===== config.mk =====
export PLATFORM = sky130hd
export DESIGN_NAME = shooter_top
export DESIGN_NICKNAME = d
export VERILOG_FILES = /design/src/source/shooter_pkg.sv /design/src/source/shooter_top.sv /design/src/source/pixel_arbiter.sv /design/src/source/bullet_motion.sv /design/src/source/player_motion.sv /design/src/source/sprite_datapath.sv /design/src/source/sprite_control.sv /design/src/source/frame_timer.sv
export SDC_FILE = /design/constraint.sdc
export NUM_CORES = 1
export LEC_CHECK = 0
export ABC_AREA = 1
export BUFFER_PORTS_ARGS = -buffer_cell sky130_fd_sc_hd__buf_2
export CAP_MARGIN = 30
export CORE_MARGIN = 2
export CORE_UTILIZATION = 50
export CTS_CLUSTER_DIAMETER = 30
export CTS_CLUSTER_SIZE = 20
export DETAILED_ROUTE_END_ITERATION = 7
export HOLD_SLACK_MARGIN = 0.02
export PLACE_DENSITY = 0.67
export SYNTH_ARGS = -nofsm -noshare
export SYNTH_HDL_FRONTEND = slang
export SYNTH_SLANG_ARGS = --single-unit

===== constraint.sdc =====
create_clock -name clk -period 2.5 [get_ports clk]
set_input_delay 0.25 -clock clk [delete_from_list [all_inputs] [get_ports clk]]
set_output_delay 0.25 -clock clk [all_outputs]
set_load 0.01 [all_outputs]

===== src/source/shooter_pkg.sv =====
package shooter_pkg;

  // Coordinate and colour widths
  localparam int X_W = 8;
  localparam int Y_W = 7;
  localparam int COLOR_W = 3;

  localparam logic [COLOR_W-1:0] COLOR_BLACK = COLOR_W'(0);   // Erase colour
  localparam logic [COLOR_W-1:0] BULLET_COLOR = COLOR_W'(1);

  // Visible area
  localparam int SCREEN_W = 160;
  localparam int SCREEN_H = 120;

  // Block sizes in pixels
  localparam int PLAYER_W = 4;
  localparam int PLAYER_H = 3;
  localparam int BULLET_W = 1;
  localparam int BULLET_H = 2;

  // Player sits on a fixed row and slides in x only
  localparam logic [X_W-1:0] PLAYER_X_START = X_W'(3);
  localparam logic [Y_W-1:0] PLAYER_Y = Y_W'(3);
  localparam logic [X_W-1:0] PLAYER_X_MIN = X_W'(2);
  localparam logic [X_W-1:0] PLAYER_X_MAX = X_W'(SCREEN_W - PLAYER_W);

  // Bullet starts a few rows under the player and falls to the bottom edge
  localparam logic [Y_W-1:0] BULLET_Y_OFFSET = Y_W'(4);
  localparam logic [Y_W-1:0] BULLET_Y_LAST = Y_W'(SCREEN_H - BULLET_H);

  // Idle bus cycles between redraws
  localparam int PLAYER_PERIOD = 40;
  localparam int BULLET_PERIOD = 16;
  localparam int TIMER_W = 8;

  // Per-sprite redraw sequence
  typedef enum logic [1:0] {
    S_WAIT,
    S_ERASE,
    S_LOAD,
    S_DRAW
  } sprite_state_t;

endpackage

===== src/source/shooter_top.sv =====
`timescale 1ns/1ps

module shooter_top import shooter_pkg::*; (
  input  logic               clk,
  input  logic               resetn,
  input  logic [COLOR_W-1:0] color_in,
  input  logic               space,
  input  logic               left,
  input  logic               right,
  output logic [X_W-1:0]     x_out,
  output logic [Y_W-1:0]     y_out,
  output logic [COLOR_W-1:0] color_out,
  output logic               write_en
);

  logic bus_idle;

  // Player side
  logic               player_tick;
  logic               player_req;
  logic               player_grant;
  logic               player_busy;
  logic               player_ld_next;
  logic               player_scan_load;
  logic               player_scan_step;
  logic               player_is_color;
  logic [X_W-1:0]     player_pos_x;
  logic [X_W-1:0]     player_pix_x;
  logic [Y_W-1:0]     player_pix_y;
  logic [COLOR_W-1:0] player_pix_color;

  // Bullet side
  logic               bullet_tick;
  logic               bullet_req;
  logic               bullet_grant;
  logic               bullet_busy;
  logic               bullet_ld_next;
  logic               bullet_scan_load;
  logic               bullet_scan_step;
  logic               bullet_is_color;
  logic               bullet_active;
  logic [X_W-1:0]     bullet_pos_x;
  logic [Y_W-1:0]     bullet_pos_y;
  logic [COLOR_W-1:0] bullet_color;
  logic [X_W-1:0]     bullet_pix_x;
  logic [Y_W-1:0]     bullet_pix_y;
  logic [COLOR_W-1:0] bullet_pix_color;

  frame_timer #(.PERIOD(PLAYER_PERIOD)) player_timer (
    .clk(clk), .resetn(resetn), .bus_idle(bus_idle), .clear(1'b0), .tick(player_tick)
  );

  sprite_control #(.PIXELS(PLAYER_W * PLAYER_H)) player_ctrl (
    .clk(clk), .resetn(resetn), .tick(player_tick), .grant(player_grant),
    .req(player_req), .busy(player_busy), .ld_next(player_ld_next),
    .scan_load(player_scan_load), .scan_step(player_scan_step), .is_color(player_is_color)
  );

  player_motion player_move (
    .clk(clk), .resetn(resetn), .ld_next(player_ld_next),
    .left(left), .right(right), .x(player_pos_x)
  );

  sprite_datapath #(.W(PLAYER_W)) player_dp (
    .clk(clk), .resetn(resetn), .x_in(player_pos_x), .y_in(PLAYER_Y),
    .scan_load(player_scan_load), .scan_step(player_scan_step),
    .is_color(player_is_color), .color_in(color_in),
    .x_out(player_pix_x), .y_out(player_pix_y), .color_out(player_pix_color)
  );

  frame_timer #(.PERIOD(BULLET_PERIOD)) bullet_timer (
    .clk(clk), .resetn(resetn), .bus_idle(bus_idle), .clear(!bullet_active),
    .tick(bullet_tick)
  );

  sprite_control #(.PIXELS(BULLET_W * BULLET_H)) bullet_ctrl (
    .clk(clk), .resetn(resetn), .tick(bullet_tick), .grant(bullet_grant),
    .req(bullet_req), .busy(bullet_busy), .ld_next(bullet_ld_next),
    .scan_load(bullet_scan_load), .scan_step(bullet_scan_step), .is_color(bullet_is_color)
  );

  bullet_motion bullet_move (
    .clk(clk), .resetn(resetn), .space(space), .player_x(player_pos_x),
    .ld_next(bullet_ld_next), .active(bullet_active),
    .x(bullet_pos_x), .y(bullet_pos_y), .color(bullet_color)
  );

  sprite_datapath #(.W(BULLET_W)) bullet_dp (
    .clk(clk), .resetn(resetn), .x_in(bullet_pos_x), .y_in(bullet_pos_y),
    .scan_load(bullet_scan_load), .scan_step(bullet_scan_step),
    .is_color(bullet_is_color), .color_in(bullet_color),
    .x_out(bullet_pix_x), .y_out(bullet_pix_y), .color_out(bullet_pix_color)
  );

  pixel_arbiter arbiter (
    .clk(clk), .resetn(resetn),
    .player_req(player_req), .player_busy(player_busy),
    .bullet_req(bullet_req), .bullet_busy(bullet_busy),
    .player_x(player_pix_x), .player_y(player_pix_y), .player_color(player_pix_color),
    .bullet_x(bullet_pix_x), .bullet_y(bullet_pix_y), .bullet_color(bullet_pix_color),
    .player_grant(player_grant), .bullet_grant(bullet_grant), .bus_idle(bus_idle),
    .x_out(x_out), .y_out(y_out), .color_out(color_out), .write_en(write_en)
  );

endmodule


===== src/source/pixel_arbiter.sv =====
`timescale 1ns/1ps

module pixel_arbiter import shooter_pkg::*; (
  input  logic               clk,
  input  logic               resetn,
  input  logic               player_req,
  input  logic               player_busy,
  input  logic               bullet_req,
  input  logic               bullet_busy,
  input  logic [X_W-1:0]     player_x,
  input  logic [Y_W-1:0]     player_y,
  input  logic [COLOR_W-1:0] player_color,
  input  logic [X_W-1:0]     bullet_x,
  input  logic [Y_W-1:0]     bullet_y,
  input  logic [COLOR_W-1:0] bullet_color,
  output logic               player_grant,
  output logic               bullet_grant,
  output logic               bus_idle,
  output logic [X_W-1:0]     x_out,
  output logic [Y_W-1:0]     y_out,
  output logic [COLOR_W-1:0] color_out,
  output logic               write_en
);

  logic busy_q;
  logic mid_frame;   // Erase done, busy dropped once for the load step

  assign write_en = (player_grant && player_busy) || (bullet_grant && bullet_busy);
  assign bus_idle = !(player_grant || bullet_grant);

  always_ff @(posedge clk) begin
    if (!resetn) begin
      player_grant <= 1'b0;
      bullet_grant <= 1'b0;
      busy_q       <= 1'b0;
      mid_frame    <= 1'b0;
    end else begin
      busy_q <= write_en;
      if (bus_idle) begin
        player_grant <= player_req;                  // Player has priority
        bullet_grant <= bullet_req && !player_req;
      end else if (busy_q && !write_en) begin
        // Second fall of busy marks the end of the draw
        if (mid_frame) begin
          player_grant <= 1'b0;
          bullet_grant <= 1'b0;
          mid_frame    <= 1'b0;
        end else begin
          mid_frame <= 1'b1;
        end
      end
    end
  end

  assign x_out     = bullet_grant ? bullet_x : player_x;
  assign y_out     = bullet_grant ? bullet_y : player_y;
  assign color_out = bullet_grant ? bullet_color : player_color;

  a_one_grant: assert property (@(posedge clk) disable iff (!resetn)
    !(player_grant && bullet_grant));

endmodule


===== src/source/bullet_motion.sv =====
`timescale 1ns/1ps

module bullet_motion import shooter_pkg::*; (
  input  logic               clk,
  input  logic               resetn,
  input  logic               space,
  input  logic [X_W-1:0]     player_x,
  input  logic               ld_next,
  output logic               active,
  output logic [X_W-1:0]     x,
  output logic [Y_W-1:0]     y,
  output logic [COLOR_W-1:0] color
);

  // Draw phase of the last frame still reads x and y after ld_next
  localparam int DRAIN = BULLET_W * BULLET_H;
  localparam int DRAIN_W = $clog2(DRAIN + 1);

  logic [DRAIN_W-1:0] drain;   // Cycles left before a new launch may move the bullet

  always_ff @(posedge clk) begin
    if (!resetn) begin
      active <= 1'b0;
      drain  <= '0;
      x      <= '0;
      y      <= '0;
    end else begin
      if (drain != '0) begin
        drain <= drain - 1'b1;
      end else if (!active && !space) begin
        active <= 1'b1;
        x      <= player_x;
        y      <= PLAYER_Y + BULLET_Y_OFFSET;
      end else if (active && ld_next) begin
        if (y < BULLET_Y_LAST) begin
          y <= y + 1'b1;
        end else begin
          active <= 1'b0;   // Bottom reached so this frame's draw erases it
          drain  <= DRAIN_W'(DRAIN);
        end
      end
    end
  end

  assign color = active ? BULLET_COLOR : COLOR_BLACK;

  a_y_last: assert property (@(posedge clk) disable iff (!resetn)
    y <= BULLET_Y_LAST);

endmodule


===== src/source/player_motion.sv =====
`timescale 1ns/1ps

module player_motion import shooter_pkg::*; (
  input  logic           clk,
  input  logic           resetn,
  input  logic           ld_next,
  input  logic           left,
  input  logic           right,
  output logic [X_W-1:0] x
);

  logic step_left;
  logic step_right;

  // Active-low buttons where left wins when both are held
  assign step_left  = !left && (x > PLAYER_X_MIN);
  assign step_right = !right && (x < PLAYER_X_MAX);

  always_ff @(posedge clk) begin
    if (!resetn) begin
      x <= PLAYER_X_START;
    end else if (ld_next) begin
      if (step_left) begin
        x <= x - 1'b1;
      end else if (step_right) begin
        x <= x + 1'b1;
      end
    end
  end

  // Held buttons over many frames must still keep the player on screen
  a_x_bounds: assert property (@(posedge clk) disable iff (!resetn)
    (x >= PLAYER_X_MIN) && (x <= PLAYER_X_MAX));

endmodule


===== src/source/sprite_datapath.sv =====
`timescale 1ns/1ps

module sprite_datapath import shooter_pkg::*; #(
  parameter int W = 1
) (
  input  logic               clk,
  input  logic               resetn,
  input  logic [X_W-1:0]     x_in,
  input  logic [Y_W-1:0]     y_in,
  input  logic               scan_load,
  input  logic               scan_step,
  input  logic               is_color,
  input  logic [COLOR_W-1:0] color_in,
  output logic [X_W-1:0]     x_out,
  output logic [Y_W-1:0]     y_out,
  output logic [COLOR_W-1:0] color_out
);

  localparam logic [X_W-1:0] X_SPAN = X_W'(W - 1);

  logic [X_W-1:0] px;
  logic [Y_W-1:0] py;
  logic [X_W-1:0] cur_x;
  logic [Y_W-1:0] cur_y;

  // First pixel of a scan comes straight from the corner
  assign cur_x = scan_load ? x_in : px;
  assign cur_y = scan_load ? y_in : py;

  // Row-major walk, x fastest
  always_ff @(posedge clk) begin
    if (!resetn) begin
      px <= '0;
      py <= '0;
    end else if (scan_step) begin
      if (cur_x == x_in + X_SPAN) begin   // End of row wraps to the left edge
        px <= x_in;
        py <= cur_y + 1'b1;
      end else begin
        px <= cur_x + 1'b1;
        py <= cur_y;
      end
    end
  end

  assign x_out     = cur_x;
  assign y_out     = cur_y;
  assign color_out = is_color ? color_in : COLOR_BLACK;

endmodule


===== src/source/sprite_control.sv =====
`timescale 1ns/1ps

module sprite_control import shooter_pkg::*; #(
  parameter int PIXELS = 12
) (
  input  logic clk,
  input  logic resetn,
  input  logic tick,
  input  logic grant,
  output logic req,
  output logic busy,
  output logic ld_next,
  output logic scan_load,
  output logic scan_step,
  output logic is_color
);

  localparam int STEP_W = $clog2(PIXELS + 1);
  localparam logic [STEP_W-1:0] STEP_LAST = STEP_W'(PIXELS - 1);

  sprite_state_t state;
  logic pending;                    // A tick arrived and no frame has started for it yet
  logic [STEP_W-1:0] step;          // Pixel index inside the current scan
  logic scan_end;

  assign scan_end = (step == STEP_LAST);

  always_ff @(posedge clk) begin
    if (!resetn) begin
      state   <= S_WAIT;
      pending <= 1'b0;
      step    <= '0;
    end else begin
      if (tick) begin
        pending <= 1'b1;
      end
      case (state)
        S_WAIT: begin
          step <= '0;
          // Grant is held one cycle past the frame, so check pending too
          if (grant && pending) begin
            pending <= 1'b0;
            state   <= S_ERASE;
          end
        end
        S_ERASE: begin
          if (scan_end) begin
            step  <= '0;
            state <= S_LOAD;
          end else begin
            step <= step + 1'b1;
          end
        end
        S_LOAD: begin
          state <= S_DRAW;           // Motion module moves the sprite here
        end
        S_DRAW: begin
          if (scan_end) begin
            step  <= '0;
            state <= S_WAIT;
          end else begin
            step <= step + 1'b1;
          end
        end
        default: state <= S_WAIT;
      endcase
    end
  end

  assign req       = (state == S_WAIT) && pending;
  assign busy      = (state == S_ERASE) || (state == S_DRAW);   // One pixel per cycle
  assign ld_next   = (state == S_LOAD);
  assign scan_step = busy;
  assign scan_load = busy && (step == '0);   // Corner of the block on the first pixel
  assign is_color  = (state == S_DRAW);

  // No pixel leaves unless the arbiter still holds the grant
  a_busy_granted: assert property (@(posedge clk) disable iff (!resetn)
    busy |-> grant);

  // Position update happens once per frame
  a_ld_next_pulse: assert property (@(posedge clk) disable iff (!resetn)
    ld_next |=> !ld_next);

endmodule


===== src/source/frame_timer.sv =====
`timescale 1ns/1ps

module frame_timer import shooter_pkg::*; #(
  parameter int PERIOD = 16
) (
  input  logic clk,
  input  logic resetn,
  input  logic bus_idle,
  input  logic clear,
  output logic tick
);

  localparam logic [TIMER_W-1:0] COUNT_LAST = TIMER_W'(PERIOD - 1);

  logic [TIMER_W-1:0] count;

  always_ff @(posedge clk) begin
    if (!resetn) begin
      count <= '0;
      tick  <= 1'b0;
    end else begin
      tick <= 1'b0;
      if (clear) begin
        count <= '0;
      end else if (bus_idle) begin   // Time only passes while nobody draws
        if (count == COUNT_LAST) begin
          count <= '0;
          tick  <= 1'b1;
        end else begin
          count <= count + 1'b1;
        end
      end
    end
  end

endmodule


Yosys cells after proc, flatten, opt, wreduce, memory -nomap -nowiden
Cells that the tools add are included.

Register bits after elaboration: 90. Input bits: 8.

$add $sub $neg: 13. $lt $le $gt $ge: 3. Eq/ne operators: 23. Multiplexer cells: 53. Bitwise logic cells: 3. Reductions and logical operators: 49.

Operators with widths (number): two-way mux 8 bit (9); two-way mux 7 bit (8); adder 8 x 1 -> 8 bit, second input constant (5); two-way mux 2 bit (11); adder 7 x 1 -> 7 bit, second input constant (3); two-way mux 1 bit (18); == test 8 bit (2); inequality test 2 x 1 -> 1 bit, second input constant (8); one-hot mux 2 bit (4 select lines) (2); AND reduction 3 bit (5); logical AND 1 bit (14); nonzero test 2 bit (7); AND reduction 2 bit (5); adder 8 x 2 -> 8 bit, second input constant (1); == test 2 bit, second input constant (4); == test 8 x 4 -> 1 bit, second input constant (1); == test 8 x 6 -> 1 bit, second input constant (1); greater-than comparator 8 x 2 -> 1 bit, second input constant (1); less-than comparator 8 bit, second input constant (1); one-hot mux 4 bit (2 select lines) (1); subtractor 8 x 1 -> 8 bit, second input constant (1); less-than comparator 7 bit, second input constant (1); == test 2 x 1 -> 1 bit, second input constant (3); logical NOT 1 bit (6); 14 further kinds (26).

Logic depth before layout (Yosys ltp)
Gate-level depths: netlist of run 1.

Word-level depth: 8. Gate-level depth with buffers: 19. Mapped depth without buffers: 17.

By module
From an unflattened synthesis of run 1, not the netlist that was laid out.

Cells, all modules: 1096. Area total of the unflattened synthesis: 6745.2 sq um.

Modules (own cells, without submodules): sprite_datapath (player_dp) (times used 1, cells an instance 285, area an instance 1614.0 sq um, seq. area each 300.3 sq um); sprite_datapath (bullet_dp) (times used 1, cells an instance 280, area an instance 1551.5 sq um, seq. area each 300.3 sq um); bullet_motion (times used 1, cells an instance 120, area an instance 865.8 sq um, seq. area each 360.3 sq um); player_motion (times used 1, cells an instance 93, area an instance 636.9 sq um, seq. area each 160.2 sq um); sprite_control (player_ctrl) (times used 1, cells an instance 64, area an instance 464.2 sq um, seq. area each 140.1 sq um); frame_timer (player_timer) (times used 1, cells an instance 62, area an instance 424.2 sq um, seq. area each 180.2 sq um); pixel_arbiter (times used 1, cells an instance 83, area an instance 422.9 sq um, seq. area each 80.1 sq um); frame_timer (bullet_timer) (times used 1, cells an instance 61, area an instance 421.7 sq um, seq. area each 180.2 sq um); sprite_control (bullet_ctrl) (times used 1, cells an instance 45, area an instance 332.8 sq um, seq. area each 100.1 sq um); shooter_top (times used 1, cells an instance 3, area an instance 11.3 sq um, seq. area each 0.0 sq um).

Worst setup path after synthesis of run 1
OpenSTA, ideal clock, no wires.

Path type: register to register. From: reg bullet_ctrl.state[1]. To: reg bullet_dp.py[6]. Setup time: 109 ps. Arrival: 2084 ps. Setup slack: 307 ps. Cell stages (with the launch flop): 19. Period minus slack after synthesis: 2193 ps. Path through: dfxtp_1 -> inv_1 -> ha_1 -> inv_1 -> nand2_4 -> nand2_2 -> buf_6 -> buf_2 -> nand2_1 -> o21ai_2 -> ha_1 -> inv_1 -> nor2_1 -> nand4_1 -> xor2_1 -> nand2_1 -> nand3_1 -> nand2_1 -> inv_1.

Word-level cells in the longest chain between the ends: 6. Elaborated cells between the ends (all ways): 9. Those cells by class: add/sub: 1; eq/ne: 3; mux: 3; reduce/logical: 2.

RTL lines: start: declaration (line sprite_control.sv:21) `sprite_state_t state;`; start signal: assignment (line sprite_control.sv:30) `state <= S_WAIT;`; start signal: assignment (line sprite_control.sv:43) `state <= S_ERASE;`; start signal: assignment (line sprite_control.sv:49) `state <= S_LOAD;`; == test 2 x 1 -> 1 bit or == test 2 bit (tied branches) (line sprite_control.sv:71) `assign busy = (state == S_ERASE) || (state == S_DRAW);`; logical OR 1 bit * (line sprite_control.sv:71); logical AND 1 bit (line sprite_control.sv:74) `assign scan_load = busy && (step == '0);`; two-way mux 7 bit or two-way mux 8 bit (tied branches) (line sprite_datapath.sv:28, sprite_datapath.sv:27); adder 7 x 1 -> 7 bit or == test 8 bit (tied branches) (line sprite_datapath.sv:38, sprite_datapath.sv:36); two-way mux 7 bit (line sprite_datapath.sv:36) `if (cur_x == x_in + X_SPAN) begin`; end signal: assignment (line sprite_datapath.sv:38) `py <= cur_y + 1'b1;`; end signal: assignment (line sprite_datapath.sv:41) `py <= cur_y;`; end: declaration (line sprite_datapath.sv:22) `logic [Y_W-1:0] py;`.

Mark *: on every way between the ends. The rest lies on a longest branch, timed or not. A chain may end at the register's enable or synchronous reset.

Worst setup path after layout of run 1
From: reg bullet_ctrl.state[1]. To: out y_out[6].

Word-level cells in the longest chain between the ends: 5. Elaborated cells between the ends (all ways): 6. Those cells by class: eq/ne: 2; mux: 2; reduce/logical: 2.

RTL lines: == test 2 x 1 -> 1 bit or == test 2 bit (tied branches) (line sprite_control.sv:71); logical OR 1 bit * (line sprite_control.sv:71); logical AND 1 bit * (line sprite_control.sv:74); two-way mux 7 bit * (line sprite_datapath.sv:28) `assign cur_y = scan_load ? y_in : py;`; two-way mux 7 bit * (line pixel_arbiter.sv:56) `assign y_out = bullet_grant ? bullet_y : player_y;`; end: declaration (line shooter_top.sv:11) `output logic [Y_W-1:0] y_out,`.

Marks and branches as above.

==> run_results.csv, run 1 <==
group,metric,value,unit
yosys,synth_cell_types,43,
pwr,part_of_the_total_power_dissipated_in_sequential_elements,26.7,%
status,result_of_the_run,"finished clean",
cts,ctsLongestPathBuffers,2,
layout,finish.net_count,982,
min_path,hold_path.startpoint,"space",
critical_path,worst_ep_required_time,2250,ps
pwr,proportion_of_total_power_due_to_net_switching,45.6,%
placement,dp_cells,1074,
layout,final_layout_size_suffix_gt1_share,11.9,%
placement,place_worst_setup_slack,120,ps
sta,unrepaired_setup_endpoints_after_global_routing,"no",
global_route,grt-ovfl-total,0,
routing,drt_first_iter_violations,497,
yosys,synthesis.nets,953,
global_route,grt_pass1_vias,5159,
cts,cts.reportedPaths.clkPinSlew,60,ps
layout,antenna-diode-count,0,
sta,period_needed,2340,ps
critical_path,crit_arrival,2090,ps
pwr,clkPwrFrac,19.5,%
sta,worst_pin_slew,497,ps
cts,cts_root_buffer,"sky130_fd_sc_hd__clkbuf_16",
sta,final_critical_path_setup_slack,159,ps
yosys,seq_area_frac_synth,30.1,%
sta,timing.clock.skew,7.47,ps
die,row_count,39,
die,die_area,12900,sq um
routing,detail_route.drc_violations,0,
sta,maxSlewHeadroom,66.8,%
pwr,comb_power_share,53.8,%
die,floorplan.io_pins,27,
critical_path,setup_cp_type,"reg2out",
layout,fill_cells,1164,
cts,clock_insertion_delay_worst_skew,350,ps
pwr,switchingPower,3.22,mW
pwr,totalPowerFinal,7.05,mW
sta,final-setup-viol-count,0,
sta,max_slew_violation_count,0,
sta,final.setup.tns,0,ps
routing,drtAntennaViolNets,0,
global_route,grt_max_degree,41,
yosys,synth_area,5980,sq um
pwr,p_int,3.83,mW
min_path,worstHoldPathType,"in2reg",
critical_path,critical_path.max_fanout,40,
sta,timing.final.hold_violations,0,
global_route,grt_usage,23.7,%
yosys,number_of_cells_produced_by_synthesis,916,
routing,vias,5712,
placement,globalplace.congestion,0.896,
yosys,synth.ff_latch_count,90,
cts,postCtsHoldBufs,0,
pwr,power.ir.vdd_worst,0.000454,V
sta,fmax_achieved,0.427,GHz
global_route,grt_antenna_before_repair,0,
cts,h-tree-depth,3,
die,die_width,113,um
sta,final_period_util,93.6,%
critical_path,setup.worst_path.end_class,"primary output",
yosys,synthesis.yosys.warnings,0,
run,max_cap_viols,0,
yosys,syn_avg_cell_area,6.53,sq um
cts,cts-buffers-inserted,9,
critical_path,crit_start,"bullet_ctrl.state[1]$_SDFFE_PN0P_",
pwr,power_leakage,3.08,nW
cts,cts_sinks,90,
global_route,grt_first_pass_wirelength,24700,um
critical_path,cp-start-kind,"register",
routing,postRouteWirelength,14800,um
die,die-height,113,um
placement,io_buffers,26,
layout,flow.area_growth_from_synthesis,11.0,%
cts,cts_tree,"built",
routing,detail_route.wl_per_cell,13.5,um
routing,detail_route.first_pass.iterations,5,
routing,via_per_inst,5.23,
pwr,power-per-cell-area,1060,nW/um^2
critical_path,timing.rr.start,"bullet_ctrl.state[1]$_SDFFE_PN0P_",
die,starting_density_of_the_core,51.7,%
layout,layoutNonFillerInstCount,1092,
die,core_region,11600,sq um
placement,dp_hpwl,10700,um
[cells in the mapped netlist]
| master | count | area [sq um] |
|---|---|---|
| sky130_fd_sc_hd__inv_2 | 8 | 30.0 |
| sky130_fd_sc_hd__buf_2 | 5 | 25.0 |
| sky130_fd_sc_hd__ha_1 | 28 | 350 |
| sky130_fd_sc_hd__fa_1 | 1 | 20.0 |
| sky130_fd_sc_hd__a21oi_1 | 51 | 255 |
| sky130_fd_sc_hd__a21boi_1 | 1 | 7.51 |
| sky130_fd_sc_hd__buf_4 | 1 | 7.51 |
| sky130_fd_sc_hd__clkinv_1 | 2 | 7.51 |
| sky130_fd_sc_hd__xnor2_1 | 9 | 78.8 |
| sky130_fd_sc_hd__nor3_1 | 11 | 55.1 |
| sky130_fd_sc_hd__clkbuf_1 | 16 | 60.1 |
| sky130_fd_sc_hd__a2111oi_0 | 1 | 8.76 |
| sky130_fd_sc_hd__inv_1 | 126 | 473 |
| sky130_fd_sc_hd__o21ai_0 | 57 | 285 |
| sky130_fd_sc_hd__a211oi_1 | 5 | 37.5 |
| sky130_fd_sc_hd__or2_2 | 1 | 6.26 |
| sky130_fd_sc_hd__nand4_2 | 1 | 12.5 |
| sky130_fd_sc_hd__nand3_4 | 2 | 35.0 |
| sky130_fd_sc_hd__dfxtp_1 | 90 | 1800 |
| sky130_fd_sc_hd__or2_0 | 1 | 6.26 |
| sky130_fd_sc_hd__nor4_1 | 2 | 12.5 |
| sky130_fd_sc_hd__and2_1 | 1 | 6.26 |
| sky130_fd_sc_hd__nand2_1 | 219 | 822 |
| sky130_fd_sc_hd__nor2_4 | 5 | 56.3 |
| sky130_fd_sc_hd__o211ai_1 | 4 | 30.0 |
| sky130_fd_sc_hd__o21bai_1 | 1 | 7.51 |
| sky130_fd_sc_hd__xor2_1 | 16 | 140 |
| sky130_fd_sc_hd__nand3_2 | 2 | 20.0 |
| sky130_fd_sc_hd__o21ai_2 | 5 | 43.8 |
| sky130_fd_sc_hd__a31oi_1 | 7 | 43.8 |
| sky130_fd_sc_hd__nand3b_1 | 2 | 15.0 |
| sky130_fd_sc_hd__nor2_2 | 1 | 6.26 |
| sky130_fd_sc_hd__nor2_1 | 91 | 342 |
| sky130_fd_sc_hd__buf_6 | 9 | 101 |
| sky130_fd_sc_hd__nor3b_1 | 8 | 60.1 |
| sky130_fd_sc_hd__nand4_1 | 25 | 156 |
| sky130_fd_sc_hd__o21ai_1 | 13 | 65.1 |
| sky130_fd_sc_hd__buf_1 | 1 | 3.75 |
| sky130_fd_sc_hd__nand2_2 | 11 | 68.8 |
| sky130_fd_sc_hd__nand3_1 | 66 | 330 |
| sky130_fd_sc_hd__nor2_8 | 1 | 20.0 |
| sky130_fd_sc_hd__o22ai_1 | 7 | 43.8 |
| sky130_fd_sc_hd__nand2_4 | 2 | 22.5 |
[layout make-up]
class	count	area (sq um)	share of cell area [%]
inverter	136	510	7.69
multi-input combinational	659	3520	53.0
clock buffer	10	239	3.60
sequential	90	1800	27.2
tap	143	179	2.69
timing repair buffer	49	332	4.99
clock inverter	5	55.1	0.829
[registers in the layout, summed over array words and instances, names as in the netlist, 4 cells and up]
| name | count |
|---|---|
| player_ctrl.step | 4 |
| bullet_move.x | 8 |
| bullet_move.y | 7 |
| bullet_dp.py | 7 |
| player_dp.py | 7 |
| bullet_dp.px | 8 |
| bullet_timer.count | 8 |
| player_move.x | 8 |
| player_timer.count | 8 |
| player_dp.px | 8 |
[worst paths after layout]
path	end	slack, ps	cells after the start
max	y_out[6]	160	10
min	bullet_move.y[0]$_SDFFE_PN0P_	210	4
max reg2reg	bullet_dp.py[6]$_SDFFE_PN0P_	180	15
min reg2reg	bullet_ctrl.step[1]$_SDFFE_PN0P_	470	2
[through the flow]
stage	instance area [sq um]	utilization (%)	hold slack (ps)
6_report	6640	57.4	211
5_1_grt	6640	57.4	223
4_1_cts	6560	56.7	199
3_5_place_dp	6260	54.1	454
3_3_place_gp	6260	54.1	453
2_1_floorplan	5980	-	405
[cell usage in the layout (no fill, tap or decap), types with 9 or more instances in the layout]
| cell type | n |
|---|---|
| sky130_fd_sc_hd__o21ai_1 | 14 |
| sky130_fd_sc_hd__o21ai_0 | 55 |
| sky130_fd_sc_hd__xor2_1 | 16 |
| sky130_fd_sc_hd__ha_1 | 27 |
| sky130_fd_sc_hd__nand2_2 | 10 |
| sky130_fd_sc_hd__inv_1 | 125 |
| sky130_fd_sc_hd__nand3_1 | 66 |
| sky130_fd_sc_hd__buf_4 | 20 |
| sky130_fd_sc_hd__a21oi_1 | 50 |
| sky130_fd_sc_hd__clkbuf_16 | 9 |
| sky130_fd_sc_hd__nand2_1 | 218 |
| sky130_fd_sc_hd__buf_2 | 26 |
| sky130_fd_sc_hd__nor3_1 | 11 |
| sky130_fd_sc_hd__dfxtp_1 | 88 |
| sky130_fd_sc_hd__inv_2 | 9 |
| sky130_fd_sc_hd__xnor2_1 | 9 |
| sky130_fd_sc_hd__nand4_1 | 25 |
| sky130_fd_sc_hd__nor2_1 | 90 |
[kinds of logic (layout without fill, tap and decap cells)]
family / after synthesis / after routing / share of synthesized area [%]
simple gates: 452 / 453 / 34.3
flops: 90 / 90 / 30.1
fa+ha+maj: 29 / 29 / 6.19
compound gates: 152 / 152 / 13.8
buf+inv: 168 / 200 / 11.8
xor+xnor: 25 / 25 / 3.66
[power by group through the flow]
stage	registers, mW	logic [mW]	clock network [mW]
global placement	1.90	3.53	0
floorplan	1.87	2.86	0
CTS	1.88	3.57	1.41
finish	1.88	3.79	1.37
detailed placement	1.91	3.54	0
global route	1.92	4.28	1.46
[critical path: stages (launching register included)]
cell                      delay (ps)
sky130_fd_sc_hd__dfxtp_1         390
sky130_fd_sc_hd__inv_1           100
sky130_fd_sc_hd__ha_1            180
sky130_fd_sc_hd__inv_1            80
sky130_fd_sc_hd__nand2_4          60
sky130_fd_sc_hd__nand2_2          70
sky130_fd_sc_hd__buf_12          200
sky130_fd_sc_hd__o21ai_0         100
sky130_fd_sc_hd__buf_4           160
sky130_fd_sc_hd__o21ai_0         230
sky130_fd_sc_hd__buf_2           180
[layer usage]
layer	part of all wire (%)	GRT usage (%)
met3	4.7	4.78
met5	0	0
met2	46	38.0
met4	1.3	6.02
met1	48	32.7
[timing repair]
action | CTS | global route
gates resized for setup | 0 | 14
buffers inserted | 0 | 2
setup endpoints to repair | 0 | 36
(Power assumes the default switching activity.)
==> run 2, diff against run 1 <==
- REMOVE_ABC_BUFFERS: not set -> 1
==> run_results.csv, run 2 (synthesis gave the netlist of run 1 again) <==
group,metric,value,unit
critical_path,crit_start,"bullet_ctrl.state[1]$_SDFFE_PN0P_",
placement,globalplace.congestion,0.879,
cts,ctsLongestPathBuffers,2,
global_route,grt_pass1_vias,5027,
die,starting_density_of_the_core,51.7,%
critical_path,rrSetupSlack,210,ps
global_route,grt_first_pass_wirelength,23600,um
layout,most_frequent_cells_in_the_layout,"sky130_fd_sc_hd__nand2_1 (219), sky130_fd_sc_hd__inv_1 (125), sky130_fd_sc_hd__nor2_1 (90)",
pwr,power_leakage,3.08,nW
sta,fmax_achieved,0.426,GHz
sta,timing.final.hold_violations,0,
sta,period_needed,2350,ps
placement,io_buffers,26,
critical_path,timing.rr.start,"player_ctrl.state[1]$_SDFFE_PN0P_",
routing,via_per_inst,5.15,
layout,final_layout_size_suffix_gt1_share,12.2,%
global_route,grt_usage,22.8,%
routing,detail_route.drc_violations,0,
layout,fill_cells,1140,
die,floorplan.io_pins,27,
critical_path,cp-start-kind,"register",
sta,final-setup-viol-count,0,
cts,cts_root_buffer,"sky130_fd_sc_hd__clkbuf_16",
critical_path,r2r_worst_path_depth,15,
global_route,grt-ovfl-total,0,
die,row_count,39,
routing,detail_route.wl_per_cell,13.0,um
cts,cts_tree,"built",
routing,postRouteWirelength,14200,um
sta,max_slew_violation_count,0,
layout,final_common_cell,"sky130_fd_sc_hd__nand2_1",
cts,cts-buffers-inserted,9,
sta,final_period_util,93.9,%
critical_path,setup_cp_type,"reg2out",
layout,antenna-diode-count,0,
critical_path,worst_ep_required_time,2250,ps
placement,dp_hpwl,10300,um
die,die_area,12900,sq um
sta,worst_pin_slew,671,ps
cts,clock_insertion_delay_worst_skew,350,ps
critical_path,setup.worst_path.end_class,"primary output",
cts,h-tree-depth,3,
sta,maxSlewHeadroom,55.2,%
die,die-height,113,um
routing,drt_first_iter_violations,461,
layout,flow.area_growth_from_synthesis,11.3,%
pwr,totalPowerFinal,7.02,mW
routing,vias,5624,
pwr,power-per-cell-area,1060,nW/um^2
critical_path,critical_path.max_fanout,40,
die,core_region,11600,sq um
sta,timing.clock.skew,8.83,ps
min_path,hold_path.startpoint,"space",
pwr,power.ir.vdd_worst,0.000662,V
layout,finish.net_count,982,
min_path,worstHoldPathType,"in2reg",
sta,fin_worst_hold_slack,187,ps
global_route,grt_max_degree,41,
global_route,grt_antenna_before_repair,0,
critical_path,crit_arrival,2100,ps
die,die_width,113,um
critical_path,r2r_end,"player_dp.py[2]$_SDFFE_PN0N_",
status,result_of_the_run,"finished clean",
cts,cts.reportedPaths.clkPinSlew,70,ps
run,max_cap_viols,0,
cts,cts_sinks,90,
routing,drtAntennaViolNets,0,
critical_path,critPathCapture,"y_out[1]",
routing,detail_route.first_pass.iterations,7,
[run 2: power breakdown]
part | internal (mW) | switching, mW | leakage, nW
sequential | 1.69 | 0.179 | 0.732
clock | 0.794 | 0.633 | 0.151
combinational | 1.30 | 2.42 | 2.20
total | 3.79 | 3.23 | 3.08
[run 2: metrics by stage]
| stage | utilization, % | instance area, sq um | setup TNS [ps] | setup WS, ps | std cells |
|---|---|---|---|---|---|
| global route | 57.6 | 6660 | -13.5 | -13.5 | 1093 |
| finish | 57.6 | 6660 | 0 | 152 | 1093 |
| CTS | 56.9 | 6580 | 0 | 19.5 | 1090 |
| global placement | 54.1 | 6260 | 0 | 133 | 1074 |
| floorplan | - | 5780 | 0 | 114 | 884 |
| detailed placement | 54.1 | 6260 | 0 | 97.2 | 1074 |
[run 2: worst min path at each step]
stage | endpoint | slack [ps] | cells past startpoint
after floorplan | player_move.x[0]$_SDFFE_PN1P_ | 330 | 1
after global placement | bullet_ctrl.step[1]$_SDFFE_PN0P_ | 450 | 2
after detailed placement | bullet_ctrl.step[1]$_SDFFE_PN0P_ | 450 | 2
after CTS | bullet_move.y[0]$_SDFFE_PN0P_ | 170 | 4
after global routing | bullet_move.y[0]$_SDFFE_PN0P_ | 230 | 4
final | bullet_move.y[0]$_SDFFE_PN0P_ | 190 | 4
[run 2: per-layer routing]
metal  vias to the layer above  GRT usage (%)  routed length [um]
li1                       3027              -                   -
met1                      2492           30.4                7070
met2                        89           37.0                6430
met3                        16           4.94                 466
met4                         0           7.64                 273
met5                         -              0                   0
[run 2: final cells by class]
cell class              instances  area [sq um]  area share (%)
clock buffers                   9           225            3.38
clock inverters                 7          87.6            1.32
inverters                     136           510            7.67
multi-input cells             659          3530            53.0
flip-flops and latches         90          1800            27.1
well taps                     143           179            2.69
repair buffers                 49           323            4.85
[run 2: critical path: stages, from the launching register on]
cell and delay [ps]:
sky130_fd_sc_hd__dfxtp_1 390, sky130_fd_sc_hd__inv_1 90, sky130_fd_sc_hd__ha_1 180, sky130_fd_sc_hd__inv_1 80
sky130_fd_sc_hd__nand2_4 60, sky130_fd_sc_hd__nand2_2 70, sky130_fd_sc_hd__buf_12 210, sky130_fd_sc_hd__nand2_1 90
sky130_fd_sc_hd__o21ai_2 100, sky130_fd_sc_hd__nor2_1 80, sky130_fd_sc_hd__a31oi_2 220, sky130_fd_sc_hd__buf_2 170
[run 2: timing repair]
action                                  CTS  global route
hold buffers                              0             0
gates cloned                              0             1
setup buffers                             0             2
pin swaps                                 0             1
endpoints found under the setup margin    1            31
gates resized for setup                   1            15
==> run 3, diff against run 2 <==
==> constraint.sdc (replaced) <==
create_clock -name clk -period 2.5 [get_ports clk]
set_input_delay 0.25 -clock clk [delete_from_list [all_inputs] [get_ports clk]]
set_output_delay 0.25 -clock clk [all_outputs]
set_load 0.05 [all_outputs]
==> run_results.csv, run 3 (synthesis gave the netlist of run 1 again) <==
group,metric,value,unit
status,result_of_the_run,"finished clean",
critical_path,timing.rr.start,"player_move.x[7]$_SDFFE_PN0P_",
routing,via_per_inst,5.20,
sta,maxSlewHeadroom,65.4,%
die,starting_density_of_the_core,51.7,%
critical_path,setup.worst_path.end_class,"primary output",
layout,multiInputGateArea,3520,sq um
layout,finish.net_count,983,
die,row_count,39,
cts,postCtsSetupRepairBufs,0,
placement,dp_hpwl,10600,um
routing,drt_first_iter_violations,446,
layout,most_frequent_cells_in_the_layout,"sky130_fd_sc_hd__nand2_1 (218), sky130_fd_sc_hd__inv_1 (125), sky130_fd_sc_hd__nor2_1 (89)",
sta,worst_pin_slew,515,ps
cts,cts_tree,"built",
routing,detail_route.first_pass.iterations,7,
cts,cts_sinks,90,
routing,vias,5687,
critical_path,critical_path.max_fanout,9,
cts,clock_insertion_delay_worst_skew,360,ps
sta,unrepaired_setup_endpoints_after_global_routing,"yes",
layout,final_common_cell,"sky130_fd_sc_hd__nand2_1",
global_route,grt-ovfl-total,0,
pwr,totalPowerFinal,7.28,mW
pwr,power.ir.vdd_worst,0.000633,V
sta,max_slew_violation_count,0,
sta,final.setup.tns,0,ps
cts,h-tree-depth,3,
placement,dp_cells,1077,
global_route,grt_max_degree,32,
die,core_region,11600,sq um
min_path,holdPathStages,4,
sta,timing.clock.skew,8.02,ps
critical_path,r2r_worst_path_depth,14,
pwr,power-per-cell-area,1090,nW/um^2
layout,antenna-diode-count,0,
critical_path,worst_ep_required_time,2250,ps
placement,io_buffers,26,
routing,detail_route.wl_per_cell,13.5,um
die,floorplan.io_pins,27,
global_route,grt_first_pass_wirelength,25000,um
min_path,worstHoldPathType,"in2reg",
sta,fin_worst_hold_slack,194,ps
sta,final-setup-viol-count,0,
min_path,hold_path.startpoint,"space",
min_path,hold_end,"bullet_move.y[0]$_SDFFE_PN0P_",
layout,flow.area_growth_from_synthesis,11.3,%
cts,cts-buffers-inserted,9,
global_route,grt_pass1_vias,5301,
die,die_area,12900,sq um
cts,ctsLongestPathBuffers,2,
placement,globalplace.congestion,0.890,
die,die_width,113,um
cts,cts_root_buffer,"sky130_fd_sc_hd__clkbuf_16",
routing,postRouteWirelength,14800,um
run,max_cap_viols,0,
critical_path,crit_arrival,2160,ps
layout,final_layout_size_suffix_gt1_share,12.3,%
critical_path,r2r_end,"player_move.x[7]$_SDFFE_PN0P_",
sta,timing.final.hold_violations,0,
global_route,grt_usage,23.9,%
critical_path,rrSetupSlack,220,ps
die,die-height,113,um
critical_path,cp-start-kind,"register",
global_route,grt_antenna_before_repair,0,
sta,period_needed,2410,ps
critical_path,setup_cp_type,"reg2out",
layout,fill_cells,1152,
pwr,power_leakage,3.07,nW
routing,detail_route.drc_violations,0,
layout,seq_area,1810,sq um
cts,cts.reportedPaths.clkPinSlew,60,ps
routing,drtAntennaViolNets,0,
sta,final_period_util,96.3,%
sta,fmax_achieved,0.415,GHz
layout,layoutNonFillerInstCount,1093,
==> run 3: routing by layer <==
metal / vias to the layer above / wire length, um / GRT usage, %
met3: 23 / 738 / 5.10
met2: 125 / 6450 / 38.6
met1: 2520 / 7280 / 32.5
li1: 3019 / - / -
met5: - / 0 / 0
met4: 0 / 314 / 6.67
==> run 3: stage by stage <==
stage          area (sq um)  setup WS, ps  util [%]
6_report               6660          92.1      57.5
5_1_grt                6660         -38.3      57.5
4_1_cts                6580          5.73      56.9
3_5_place_dp           6280          64.4      54.3
3_3_place_gp           6280           111      54.3
2_1_floorplan          5780          -432         -
==> run 3: worst max path at each step <==
stage / from / to / slack [ps] / depth (start not counted)
after detailed placement: player_move.x[1]$_SDFFE_PN1P_ / player_move.x[5]$_SDFFE_PN0P_ / 60 / 12
after global placement: player_move.x[1]$_SDFFE_PN1P_ / player_move.x[7]$_SDFFE_PN0P_ / 110 / 13
after global routing: player_move.x[7]$_SDFFE_PN0P_ / player_move.x[7]$_SDFFE_PN0P_ / -40 / 14
after CTS: player_ctrl.state[1]$_SDFFE_PN0P_ / write_en / 6 / 9
after floorplan: bullet_ctrl.state[1]$_SDFFE_PN0P_ / x_out[0] / -430 / 9
final: bullet_ctrl.state[1]$_SDFFE_PN0P_ / y_out[5] / 90 / 11
==> run 3: area by class of cell <==
class / count / share of cell area, %
clock inverter: 6 / 0.978
inverter: 136 / 7.67
tap: 143 / 2.69
clock buffer: 9 / 3.38
multi-input combinational: 659 / 52.8
sequential: 90 / 27.1
timing repair buffer: 50 / 5.30
==> run 3: what timing repair did <==
item	in CTS	in global routing
cloned	0	1
pin swaps	0	1
endpoints found under the setup margin	2	33
hold buffers	0	0
gates resized for setup	3	28
==> run 3: critical path, cell delays in order (launching register included) <==
cell,delay [ps]
sky130_fd_sc_hd__dfxtp_2,350
sky130_fd_sc_hd__inv_1,70
sky130_fd_sc_hd__ha_1,180
sky130_fd_sc_hd__inv_1,80
sky130_fd_sc_hd__nand2_4,60
sky130_fd_sc_hd__nand2_2,80
sky130_fd_sc_hd__buf_4,170
sky130_fd_sc_hd__nor2_1,70
sky130_fd_sc_hd__a21oi_1,290
sky130_fd_sc_hd__nand2_1,70
sky130_fd_sc_hd__o21ai_0,120
sky130_fd_sc_hd__buf_4,250
==> run 3: power by group <==
group | leakage [nW] | total [mW] | switching, mW | internal [mW]
logic | 2.20 | 4.01 | 2.70 | 1.31
clock network | 0.142 | 1.40 | 0.623 | 0.774
registers | 0.732 | 1.88 | 0.184 | 1.69
